**config.mk**
```make
export PLATFORM = sky130hd
export DESIGN_NAME = axi_bridge_top
export DESIGN_NICKNAME = d
export VERILOG_FILES = /design/src/source/axi_bridge_pkg.sv /design/src/source/mem_dispatch.sv /design/src/source/axi_master.sv /design/src/source/axi_sram_bank.sv /design/src/source/rsp_merge.sv /design/src/source/axi_bridge_top.sv
export SDC_FILE = /design/constraint.sdc
export NUM_CORES = 2
export LEC_CHECK = 0
export BUFFER_PORTS_ARGS = -buffer_cell sky130_fd_sc_hd__buf_2
export CAP_MARGIN = 20
export CORE_MARGIN = 2
export CORE_UTILIZATION = 33
export DETAILED_ROUTE_END_ITERATION = 7
export PLACE_DENSITY_LB_ADDON = 0.3
export SLEW_MARGIN = 20
export SYNTH_ARGS = -nofsm -noshare
export SYNTH_HDL_FRONTEND = slang
export SYNTH_SLANG_ARGS = --single-unit
```
**constraint.sdc**
```tcl
create_clock -name clk -period 4.8 [get_ports clk]
set_input_delay 0.48 -clock clk [delete_from_list [all_inputs] [get_ports clk]]
set_output_delay 0.48 -clock clk [all_outputs]
set_load 0.02 [all_outputs]
```
**src/source/axi_bridge_pkg.sv**
```systemverilog
package axi_bridge_pkg;

  // Lane and bank geometry
  localparam int NUM_LANES   = 2;
  localparam int LANE_W      = (NUM_LANES > 1) ? $clog2(NUM_LANES) : 1;
  localparam int ADDR_W      = 32;
  localparam int DATA_W      = 32;
  localparam int STRB_W      = DATA_W / 8;
  localparam int BANK_WORDS  = 16;
  localparam int BANK_IDX_W  = $clog2(BANK_WORDS);
  // Word bits 1..0, then lane select, then bank index
  localparam int LANE_LSB    = 2;
  localparam int BANK_LSB    = LANE_LSB + LANE_W;
  localparam int ORDER_DEPTH = 4;
  localparam int ORDER_PTR_W = $clog2(ORDER_DEPTH);
  localparam int ORDER_CNT_W = $clog2(ORDER_DEPTH + 1);

  typedef enum logic [1:0] {
    OP_LW,
    OP_SB,
    OP_SH,
    OP_SW
  } mem_op_t;

  typedef enum logic [2:0] {
    IDLE,
    AR,
    R,
    AW,
    W,
    B,
    RSP
  } master_state_t;

  typedef struct packed {
    mem_op_t           op;
    logic [ADDR_W-1:0] addr;
    logic [DATA_W-1:0] wdata;
  } mem_req_t;

  typedef struct packed {
    logic              write;
    logic [DATA_W-1:0] rdata;
  } mem_rsp_t;

  typedef struct packed {
    logic [ADDR_W-1:0] awaddr;
  } axi_aw_t;

  typedef struct packed {
    logic [ADDR_W-1:0] araddr;
  } axi_ar_t;

  typedef struct packed {
    logic [DATA_W-1:0] wdata;
    logic [STRB_W-1:0] wstrb;
  } axi_w_t;

  typedef struct packed {
    logic [DATA_W-1:0] rdata;
  } axi_r_t;

endpackage

```
**src/source/mem_dispatch.sv**
```systemverilog
`timescale 1ns/100ps

module mem_dispatch (
  input  logic                                  clk,
  input  logic                                  rstn,
  input  axi_bridge_pkg::mem_req_t              req,
  input  logic                                  req_valid,
  output logic                                  req_ready,
  output axi_bridge_pkg::mem_req_t              lane_req,
  output logic [axi_bridge_pkg::NUM_LANES-1:0]  lane_req_valid,
  input  logic [axi_bridge_pkg::NUM_LANES-1:0]  lane_req_ready,
  output logic [axi_bridge_pkg::LANE_W-1:0]     order_lane,
  output logic                                  order_valid,
  input  logic                                  order_pop
);
  import axi_bridge_pkg::*;

  logic [LANE_W-1:0]      lane;
  logic [LANE_W-1:0]      order_mem [ORDER_DEPTH];
  logic [ORDER_PTR_W-1:0] wr_ptr;
  logic [ORDER_PTR_W-1:0] rd_ptr;
  logic [ORDER_CNT_W-1:0] count;
  logic                   full;
  logic                   push;

  assign lane     = req.addr[LANE_LSB +: LANE_W];
  assign full     = (count == ORDER_CNT_W'(ORDER_DEPTH));
  assign lane_req = req;

  // Only the addressed lane sees valid, and only with room to record it
  always_comb begin
    lane_req_valid       = '0;
    lane_req_valid[lane] = req_valid & ~full;
  end

  assign req_ready   = lane_req_ready[lane] & ~full;
  assign push        = req_valid & req_ready;
  assign order_valid = (count != '0);
  assign order_lane  = order_mem[rd_ptr];

  always_ff @(posedge clk) begin
    if (push) begin
      order_mem[wr_ptr] <= lane;
    end
  end

  always_ff @(posedge clk or negedge rstn) begin
    if (!rstn) begin
      wr_ptr <= '0;
      rd_ptr <= '0;
      count  <= '0;
    end else begin
      if (push) begin
        wr_ptr <= (wr_ptr == ORDER_PTR_W'(ORDER_DEPTH - 1)) ? '0 : wr_ptr + 1'b1;
      end
      if (order_pop) begin
        rd_ptr <= (rd_ptr == ORDER_PTR_W'(ORDER_DEPTH - 1)) ? '0 : rd_ptr + 1'b1;
      end
      count <= count + ORDER_CNT_W'(push) - ORDER_CNT_W'(order_pop);
    end
  end

endmodule

```
**src/source/axi_master.sv**
```systemverilog
`timescale 1ns/100ps

module axi_master (
  input  logic                      clk,
  input  logic                      rstn,
  input  axi_bridge_pkg::mem_req_t  lane_req,
  input  logic                      lane_req_valid,
  output logic                      lane_req_ready,
  output axi_bridge_pkg::mem_rsp_t  lane_rsp,
  output logic                      lane_rsp_valid,
  input  logic                      lane_rsp_ready,
  output axi_bridge_pkg::axi_aw_t   aw,
  output logic                      aw_valid,
  input  logic                      aw_ready,
  output axi_bridge_pkg::axi_w_t    w,
  output logic                      w_valid,
  input  logic                      w_ready,
  input  logic                      b_valid,
  output logic                      b_ready,
  output axi_bridge_pkg::axi_ar_t   ar,
  output logic                      ar_valid,
  input  logic                      ar_ready,
  input  axi_bridge_pkg::axi_r_t    r,
  input  logic                      r_valid,
  output logic                      r_ready
);
  import axi_bridge_pkg::*;

  master_state_t     state;
  master_state_t     state_next;
  logic [ADDR_W-1:0] addr_q;
  logic [DATA_W-1:0] wdata_q;
  logic [STRB_W-1:0] wstrb_q;
  logic [DATA_W-1:0] wdata_d;
  logic [STRB_W-1:0] wstrb_d;
  logic              w_done;
  logic              accept;
  logic              w_hs;
  mem_rsp_t          rsp_q;

  assign accept = lane_req_valid & lane_req_ready;
  assign w_hs   = w_valid & w_ready;

  // Strobe from opcode and byte offset with data copied into every byte lane
  always_comb begin
    wstrb_d = '0;
    wdata_d = lane_req.wdata;
    case (lane_req.op)
      OP_SW: wstrb_d = {STRB_W{1'b1}};
      OP_SH: begin
        wstrb_d = lane_req.addr[1] ? 4'b1100 : 4'b0011;
        wdata_d = {2{lane_req.wdata[15:0]}};
      end
      OP_SB: begin
        wstrb_d = 4'b0001 << lane_req.addr[1:0];
        wdata_d = {4{lane_req.wdata[7:0]}};
      end
      default: wstrb_d = '0;
    endcase
  end

  always_ff @(posedge clk) begin
    if (accept) begin
      addr_q  <= lane_req.addr;
      wdata_q <= wdata_d;
      wstrb_q <= wstrb_d;
    end
    if (r_valid & r_ready) begin
      rsp_q <= '{write: 1'b0, rdata: r.rdata};
    end else if (b_valid & b_ready) begin
      rsp_q <= '{write: 1'b1, rdata: '0};
    end
  end

  always_ff @(posedge clk or negedge rstn) begin
    if (!rstn) begin
      state  <= IDLE;
      w_done <= 1'b0;
    end else begin
      state <= state_next;
      if (accept) begin
        w_done <= 1'b0;
      end else if (w_hs) begin
        w_done <= 1'b1;
      end
    end
  end

  always_comb begin
    state_next = state;
    case (state)
      IDLE:    if (accept) state_next = (lane_req.op == OP_LW) ? AR : AW;
      AR:      if (ar_ready) state_next = R;
      R:       if (r_valid) state_next = RSP;
      // W may already be taken while AW still waits
      AW:      if (aw_ready) state_next = (w_done | w_hs) ? B : W;
      W:       if (w_ready) state_next = B;
      B:       if (b_valid) state_next = RSP;
      RSP:     if (lane_rsp_ready) state_next = IDLE;
      default: state_next = IDLE;
    endcase
  end

  assign lane_req_ready = (state == IDLE);
  assign lane_rsp_valid = (state == RSP);
  assign lane_rsp       = rsp_q;

  assign aw       = '{awaddr: addr_q};
  assign aw_valid = (state == AW);
  assign w        = '{wdata: wdata_q, wstrb: wstrb_q};
  assign w_valid  = ((state == AW) & ~w_done) | (state == W);
  assign b_ready  = (state == B);
  assign ar       = '{araddr: addr_q};
  assign ar_valid = (state == AR);
  assign r_ready  = (state == R);

endmodule

```
**src/source/axi_sram_bank.sv**
```systemverilog
`timescale 1ns/100ps

module axi_sram_bank (
  input  logic                     clk,
  input  logic                     rstn,
  input  axi_bridge_pkg::axi_aw_t  aw,
  input  logic                     aw_valid,
  output logic                     aw_ready,
  input  axi_bridge_pkg::axi_w_t   w,
  input  logic                     w_valid,
  output logic                     w_ready,
  output logic                     b_valid,
  input  logic                     b_ready,
  input  axi_bridge_pkg::axi_ar_t  ar,
  input  logic                     ar_valid,
  output logic                     ar_ready,
  output axi_bridge_pkg::axi_r_t   r,
  output logic                     r_valid,
  input  logic                     r_ready
);
  import axi_bridge_pkg::*;

  logic [DATA_W-1:0]     mem [BANK_WORDS];
  logic [BANK_IDX_W-1:0] widx;
  logic [BANK_IDX_W-1:0] ridx;
  logic                  wr_en;
  logic                  rd_en;
  axi_r_t                r_q;

  assign widx = aw.awaddr[BANK_LSB +: BANK_IDX_W];
  assign ridx = ar.araddr[BANK_LSB +: BANK_IDX_W];

  // Address and data taken together and never with a B outstanding
  assign wr_en    = aw_valid & w_valid & ~b_valid;
  assign aw_ready = wr_en;
  assign w_ready  = wr_en;
  // Single port so a write in the same cycle holds off the read
  assign ar_ready = ~r_valid & ~wr_en;
  assign rd_en    = ar_valid & ar_ready;

  always_ff @(posedge clk or negedge rstn) begin
    if (!rstn) begin
      for (int i = 0; i < BANK_WORDS; i++) begin
        mem[i] <= '0;
      end
    end else if (wr_en) begin
      for (int b = 0; b < STRB_W; b++) begin
        if (w.wstrb[b]) begin
          mem[widx][8*b +: 8] <= w.wdata[8*b +: 8];
        end
      end
    end
  end

  always_ff @(posedge clk) begin
    if (rd_en) begin
      r_q <= '{rdata: mem[ridx]};
    end
  end

  always_ff @(posedge clk or negedge rstn) begin
    if (!rstn) begin
      b_valid <= 1'b0;
      r_valid <= 1'b0;
    end else begin
      if (wr_en) b_valid <= 1'b1;
      else if (b_ready) b_valid <= 1'b0;
      if (rd_en) r_valid <= 1'b1;
      else if (r_ready) r_valid <= 1'b0;
    end
  end

  assign r = r_q;

endmodule

```
**src/source/rsp_merge.sv**
```systemverilog
`timescale 1ns/100ps

module rsp_merge (
  input  logic [axi_bridge_pkg::LANE_W-1:0]     order_lane,
  input  logic                                  order_valid,
  input  axi_bridge_pkg::mem_rsp_t              lane_rsp [axi_bridge_pkg::NUM_LANES],
  input  logic [axi_bridge_pkg::NUM_LANES-1:0]  lane_rsp_valid,
  output logic [axi_bridge_pkg::NUM_LANES-1:0]  lane_rsp_ready,
  output axi_bridge_pkg::mem_rsp_t              rsp,
  output logic                                  rsp_valid,
  input  logic                                  rsp_ready,
  output logic                                  order_pop
);
  import axi_bridge_pkg::*;

  // Only the oldest outstanding lane may hand over its response
  assign rsp       = lane_rsp[order_lane];
  assign rsp_valid = order_valid & lane_rsp_valid[order_lane];

  always_comb begin
    lane_rsp_ready = '0;
    if (order_valid) begin
      lane_rsp_ready[order_lane] = rsp_ready;
    end
  end

  assign order_pop = rsp_valid & rsp_ready;

endmodule

```
**src/source/axi_bridge_top.sv**
```systemverilog
`timescale 1ns/100ps

module axi_bridge_top (
  input  logic                      clk,
  input  logic                      rstn,
  input  axi_bridge_pkg::mem_req_t  req,
  input  logic                      req_valid,
  output logic                      req_ready,
  output axi_bridge_pkg::mem_rsp_t  rsp,
  output logic                      rsp_valid,
  input  logic                      rsp_ready
);
  import axi_bridge_pkg::*;

  mem_req_t             lane_req;
  logic [NUM_LANES-1:0] lane_req_valid;
  logic [NUM_LANES-1:0] lane_req_ready;
  mem_rsp_t             lane_rsp [NUM_LANES];
  logic [NUM_LANES-1:0] lane_rsp_valid;
  logic [NUM_LANES-1:0] lane_rsp_ready;
  logic [LANE_W-1:0]    order_lane;
  logic                 order_valid;
  logic                 order_pop;

  axi_aw_t              aw [NUM_LANES];
  axi_w_t               w  [NUM_LANES];
  axi_ar_t              ar [NUM_LANES];
  axi_r_t               r  [NUM_LANES];
  logic [NUM_LANES-1:0] aw_valid;
  logic [NUM_LANES-1:0] aw_ready;
  logic [NUM_LANES-1:0] w_valid;
  logic [NUM_LANES-1:0] w_ready;
  logic [NUM_LANES-1:0] b_valid;
  logic [NUM_LANES-1:0] b_ready;
  logic [NUM_LANES-1:0] ar_valid;
  logic [NUM_LANES-1:0] ar_ready;
  logic [NUM_LANES-1:0] r_valid;
  logic [NUM_LANES-1:0] r_ready;

  mem_dispatch u_dispatch (
    .clk            (clk),
    .rstn           (rstn),
    .req            (req),
    .req_valid      (req_valid),
    .req_ready      (req_ready),
    .lane_req       (lane_req),
    .lane_req_valid (lane_req_valid),
    .lane_req_ready (lane_req_ready),
    .order_lane     (order_lane),
    .order_valid    (order_valid),
    .order_pop      (order_pop)
  );

  // One engine and one bank per interleaved lane
  for (genvar i = 0; i < NUM_LANES; i++) begin : g_lane
    axi_master u_master (
      .clk            (clk),
      .rstn           (rstn),
      .lane_req       (lane_req),
      .lane_req_valid (lane_req_valid[i]),
      .lane_req_ready (lane_req_ready[i]),
      .lane_rsp       (lane_rsp[i]),
      .lane_rsp_valid (lane_rsp_valid[i]),
      .lane_rsp_ready (lane_rsp_ready[i]),
      .aw             (aw[i]),
      .aw_valid       (aw_valid[i]),
      .aw_ready       (aw_ready[i]),
      .w              (w[i]),
      .w_valid        (w_valid[i]),
      .w_ready        (w_ready[i]),
      .b_valid        (b_valid[i]),
      .b_ready        (b_ready[i]),
      .ar             (ar[i]),
      .ar_valid       (ar_valid[i]),
      .ar_ready       (ar_ready[i]),
      .r              (r[i]),
      .r_valid        (r_valid[i]),
      .r_ready        (r_ready[i])
    );

    axi_sram_bank u_bank (
      .clk      (clk),
      .rstn     (rstn),
      .aw       (aw[i]),
      .aw_valid (aw_valid[i]),
      .aw_ready (aw_ready[i]),
      .w        (w[i]),
      .w_valid  (w_valid[i]),
      .w_ready  (w_ready[i]),
      .b_valid  (b_valid[i]),
      .b_ready  (b_ready[i]),
      .ar       (ar[i]),
      .ar_valid (ar_valid[i]),
      .ar_ready (ar_ready[i]),
      .r        (r[i]),
      .r_valid  (r_valid[i]),
      .r_ready  (r_ready[i])
    );
  end

  rsp_merge u_merge (
    .order_lane     (order_lane),
    .order_valid    (order_valid),
    .lane_rsp       (lane_rsp),
    .lane_rsp_valid (lane_rsp_valid),
    .lane_rsp_ready (lane_rsp_ready),
    .rsp            (rsp),
    .rsp_valid      (rsp_valid),
    .rsp_ready      (rsp_ready),
    .order_pop      (order_pop)
  );

endmodule

```
; Yosys cells after proc, flatten, opt, wreduce, memory -nomap -nowiden
; Memory sizes are Yosys's and may differ from the RTL's.
; Index checks and enable logic that the tools add are counted.
[word_totals]
register_bits = 1259
latch_bits = 0
mem_bits_rw = 4
rom_bits = 0
in_bits = 70
out_inout_bits = 35
mem_count = 1
[mem_list]
columns = memory, words, word_bits, rd, rd_clocked_by_memory_dff, wr, line_no
row1 = u_dispatch.order_mem, 4, 1, 1, 0, 1, mem_dispatch.sv:19  ; logic [LANE_W-1:0] order_mem [ORDER_DEPTH];
[classes]
add_sub_neg = 4
multipliers = 0
div = 0
order_cmp = 9
n_eq_ne = 32
shifts = 1
mux = 98
bitwise = 41
reduce_logical = 18
[ops]
columns = cell, count
row1 = $mux W512, 14
row2 = $bwmux W512, 8
row3 = $demux W32 S4, 8
row4 = $mux W32, 10
row5 = $bmux W32 S4, 2
row6 = $mux W33, 3
row7 = $pmux W32 S2, 1
row8 = $mux W24, 2
row9 = $mux W3, 14
row10 = $pmux W3 S7, 2
row11 = $mux W16, 2
row12 = $and A1 B1 Y1, 23
row13 = $mux W1, 22
row14 = $eq A3 B3 Y1 const B, 7
row15 = $mux W8, 2
row16 = $ne A2 B2 Y1 const B, 8
row17 = $reduce_bool A2 Y1, 8
row18 = $reduce_and A7 Y1, 2
row19 = $eq A3 B2 Y1 const B, 4
row20 = $ne A2 B1 Y1 const B, 6
row21 = $pmux W4 S3, 1
row22 = $ge A5 B5 Y1 const B, 2
row23 = $lt A5 B1 Y1 const B, 2
row24 = $not A4 Y5, 2
row25 = other kinds (21), 48

; Logic depth before layout (Yosys ltp)
[depth]
word_depth = 16
depth_mapped = 12
depth_no_buf = 11

; Modules after synthesis
; From an unflattened synthesis, not the netlist that was laid out.
[unflattened]
cells_unflattened = 3719
area_unflattened_um2 = 61139.9
[by_module_without_submodules]
columns = mod, n_inst, cells_each, area_each_um2, seq_area_each_um2
row1 = axi_sram_bank at g_lane[0].u_bank, 1, 1474, 25632.1, 13823.3
row2 = axi_sram_bank at g_lane[1].u_bank, 1, 1474, 25087.8, 13823.3
row3 = axi_master, 2, 308, 4364.2, 3123.0
row4 = mem_dispatch, 1, 112, 1114.8, 295.3
row5 = rsp_merge, 1, 43, 576.8, 0.0

; Least setup slack after synthesis
; Ideal clock, no wire load.
[synth_path]
kind = register to register
from = register g_lane[0].u_master.state[0]
to = register g_lane[0].u_bank.r_q, in the netlist g_lane[0].u_bank.r[0], enable pin
arrival_time_ps = 3022
t_required_ps = 4339
slack_ps = 1317
path_stages_with_launch = 4
path_buffers = 1
synth_period_minus_slack_ps = 3483
cell_sequence = dfrtp_1 clkbuf_1 nand2b_1 nor3_1
[synth_via]
elab_chain_len = 8
[synth_lines]
columns = element, line_no
row1 = "start, declared", axi_master.sv:29  ; master_state_t state;
row2 = "start signal, assigned", axi_master.sv:80  ; state <= state_next;
row3 = $eq A3 B2 Y1, "axi_master.sv:109, axi_master.sv:111"
row4 = $and A1 B1 Y1, axi_master.sv:111  ; assign w_valid = ((state == AW) & ~w_done) | (state == W);
row5 = $or A1 B1 Y1, axi_master.sv:111
row6 = $and A1 B1 Y1 (2 in a row), axi_sram_bank.sv:34  ; assign wr_en = aw_valid & w_valid & ~b_valid;
row7 = $not A1 Y1, axi_sram_bank.sv:38  ; assign ar_ready = ~r_valid & ~wr_en;
row8 = $and A1 B1 Y1, axi_sram_bank.sv:38
row9 = $and A1 B1 Y1 (*), axi_sram_bank.sv:39  ; assign rd_en = ar_valid & ar_ready;
row10 = net g_lane[0].u_bank.rd_en, axi_sram_bank.sv:27  ; logic rd_en;
row11 = "end signal, assigned", axi_sram_bank.sv:57  ; r_q <= '{rdata: mem[ridx]};
row12 = "end, declared", axi_sram_bank.sv:28  ; axi_r_t r_q;
; Mark *: on every way through the listed nets, which the timed path passes. The rest lies on a longest branch.
; A chain may end at the register's enable or synchronous reset.

; Worst setup path after layout
[layout_path]
from = register g_lane[1].u_master.addr_q[4]
to = register g_lane[1].u_bank.mem[120] in the netlist's numbering
[layout_via]
elab_chain_len = 13
[layout_lines]
columns = element, line_no
row1 = "start, declared", axi_master.sv:31  ; logic [ADDR_W-1:0] addr_q;
row2 = "start signal, assigned", axi_master.sv:64  ; addr_q <= lane_req.addr;
row3 = $not A4 Y5 (not written as such) (*), axi_sram_bank.sv:49  ; mem[widx][8*b +: 8] <= w.wdata[8*b +: 8];
row4 = $demux W32 S4, axi_sram_bank.sv:49
row5 = $bwmux W512, axi_sram_bank.sv:49
row6 = $mux W512, axi_sram_bank.sv:48  ; if (w.wstrb[b]) begin
row7 = $mux W512, axi_sram_bank.sv:46  ; end else if (wr_en) begin
row8 = $bwmux W512, axi_sram_bank.sv:49
row9 = $mux W512, axi_sram_bank.sv:48
row10 = $mux W512, axi_sram_bank.sv:46
row11 = $bwmux W512, axi_sram_bank.sv:49
row12 = $mux W512, axi_sram_bank.sv:48
row13 = $mux W512, axi_sram_bank.sv:46
row14 = $bwmux W512, axi_sram_bank.sv:49
row15 = $mux W512 (*), axi_sram_bank.sv:48
row16 = "end signal, assigned by index", axi_sram_bank.sv:49
row17 = "end, declared", axi_sram_bank.sv:23  ; logic [DATA_W-1:0] mem [BANK_WORDS];
; Mark *: on every way between the ends. The rest lies on a longest branch, timed or not. The select of a mux whose other input is x is not followed.

==> out/metrics.cfg <==
[die]
die_w_um = 413
core_area_mm2 = 0.1667
die_y_um = 413
ios = 105
die_area_mm2 = 0.1706
rows = 150
initial_core_util_pct = 33.12

[timing]
fin_crit_sh_pct = 68.61
fin_ws_ns = 1.507
clock_skew_ns = 0.03543
rsz0062_at_grt = false
finalMaxSlewViolations = 0
period_needed_ns = 3.293
max_freq_mhz = 303.6
setup-tns-final_ns = 0
maxSlewHeadroom_pct = 28.60
finalHoldViolCount = 0
finalSetupViolations = 0
tightest_slew_ns = 1.071
holdWs_ns = 0.05368

[cts]
cts_buffers = 139
cts_buffer_depth = 3
cts_tree = done
cts_setup_buffers = 0
clk_pin_slew_ns = 0.06
clock_latency_ns = 0.76
cts_htree_levels = 4
ctsRootBufferMaster = clkbuf_16
clock-sinks = 1257

[critical_path]
endpoint_kind = flop
worstSetupPathType = reg -> reg
cp_max_fo = 31
arrival_ns = 3.91
cp.required_ns = 5.42
r2r-start = g_lane[1].u_master.ar[4]
critPathLaunchType = flop
crit_path_start = g_lane[1].u_master.ar[4]

[placed_design]
place.gp.congestion = 0.7789
dpl_cell_area_mm2 = 0.05821
dp.cells = 5432
pre_cts_slack_ns = 1.388
hpwlAfterDp_um = 91660
port_buffers = 79

[global_routing]
overflow = 0
antenna_found_initial = 19
grt_max_degree = 128
grt_pass1_wl_um = 203800
grt_pass1_vias = 30420
globalRouteTotalUtil_pct = 16.08

[layout]
nets = 3454
finish.utilization_pct = 37.78
fin_area_mm2 = 0.06297
drive_gt1_share_pct = 51.39
layout_commonest_cell = mux2_2
final_cell_mix = 1045 x mux2_2, 1043 x dfrtp_1, 321 x mux4_2
stdcell_count = 5696
area_growth_pct = 14.07

[routing]
wl_um = 135300
ant_nets = 0
post_drt_wl_per_cell_um = 23.75
avgViaCountPerCell = 5.094
drt_pass1_iterations = 5
num_vias = 29010
drc_errors = 0
drt_iter0_drc = 1974

[logic_synthesis]
synth-edff-count = 212
synth_top_area_share_pct = 47.28
synth_warnings = 0
synth_top_area_cell = dfrtp_1
synth_flop_cell = dfrtp_1
netlist_area_mm2 = 0.05520
synth-async-reset-ratio_pct = 82.98
netlist_instances = 3281
synth_seq_cells = 1257
seq_area_frac_synth_pct = 58.88
synth_area_per_cell_um2 = 16.83
ys_top_cells_by_area = dfrtp_1 47%, mux2_2 21%, mux4_2 13%, edfxtp_1 12%, clkbuf_1 0.80%
synth_cell_type_count = 55
synth_fp_nets = 3363

[power_and_ir_drop]
p_leak_nw = 28.94
power_density_mw_per_mm2 = 394.5
total_power_mw = 24.84
ir_worst_vdd_uv = 323.6

[worst_hold_path]
hold_path_class = in -> reg
hp-start = req[37]

[status]
outcome = completed

[job]
cap_viol_max_count = 0

[final cells by class]
cell class	instances	area, um2
fill	15620	103700
tap	2204	2758
timing repair buffer	151	1091
antenna	3	7.507
sequential	1257	32510
clock inverter	47	534.3
inverter	24	90.09
clock buffer	211	4175
multi-input combinational	1799	21810
[registers in the layout, indices dropped and copies added, names as in the netlist, 3 cells and up]
| signal | cells |
|---|---|
| u_dispatch.order_mem | 4 |
| g_lane.u_master.wstrb_q | 8 |
| g_lane.u_master.state | 6 |
| g_lane.u_master.wdata_q | 64 |
| u_dispatch.count | 3 |
| g_lane.u_bank.r | 64 |
| g_lane.u_bank.mem | 1024 |
| g_lane.u_master.ar | 8 |
| g_lane.u_master.lane_rsp | 66 |
[power by group]
| group | total, mW | internal (mW) | leakage, nW | switching (mW) |
|---|---|---|---|---|
| Sequential | 11.7 | 11.2 | 16.5 | 0.472 |
| Clock | 10.8 | 6.43 | 2.32 | 4.42 |
| Combinational | 2.28 | 0.795 | 10.1 | 1.49 |
| Total | 24.8 | 18.5 | 28.9 | 6.38 |
[cells in the mapped netlist (15+ instances only)]
cell	count
nand2_1	93
nor3_1	17
inv_1	24
edfxtp_1	212
o21ai_0	15
nor2_1	50
nor2b_1	15
and2_1	69
buf_2	64
nor3_4	17
nand2_2	24
dfrtp_1	1043
mux4_2	321
a21oi_1	20
clkbuf_1	117
mux2_2	1045
[per-layer routing]
| layer | global-route usage, % | part of all wire, % |
|---|---|---|
| met5 | 0 | 0 |
| met4 | 4.313 | 2.3 |
| met3 | 2.908 | 4.3 |
| met2 | 25.22 | 47 |
| met1 | 22.94 | 46 |
[final timing paths]
path | end | slack, ns | depth (start not counted)
setup / recovery | g_lane[1].u_bank.mem[120] | 1.51 | 5
max in group asynchronous | g_lane[1].u_bank.mem[116] | 3.09 | 3
min in group asynchronous | g_lane[1].u_bank.mem[186] | 0.43 | 2
hold reg to reg | g_lane[1].u_master.lane_rsp[32] | 0.48 | 2
hold / removal | g_lane[0].u_master.ar[5] | 0.05 | 1
setup reg to reg | g_lane[1].u_bank.mem[120] | 1.51 | 5
[timing repair]
action,4_1_cts,5_1_grt
hold buffers,3,0
hold endpoints to repair,71,0
resized for setup,0,0
[logic make-up after synthesis]
kind of cell    share of synthesized area [%]
xor+xnor                              0.03174
fa+ha+maj                              0.2856
flops                                   58.88
compound gates                         0.8658
buf+inv                                 1.736
simple gates                            3.379
mux                                     34.82
[critical path, cell delays in order (launching register included)]
cell	delay [ns]
edfxtp_1	0.69
buf_4	0.43
nor3_1	0.73
buf_4	0.24
nor2b_1	0.64
mux2_2	0.41
Power figures use the tool's default switching activity.
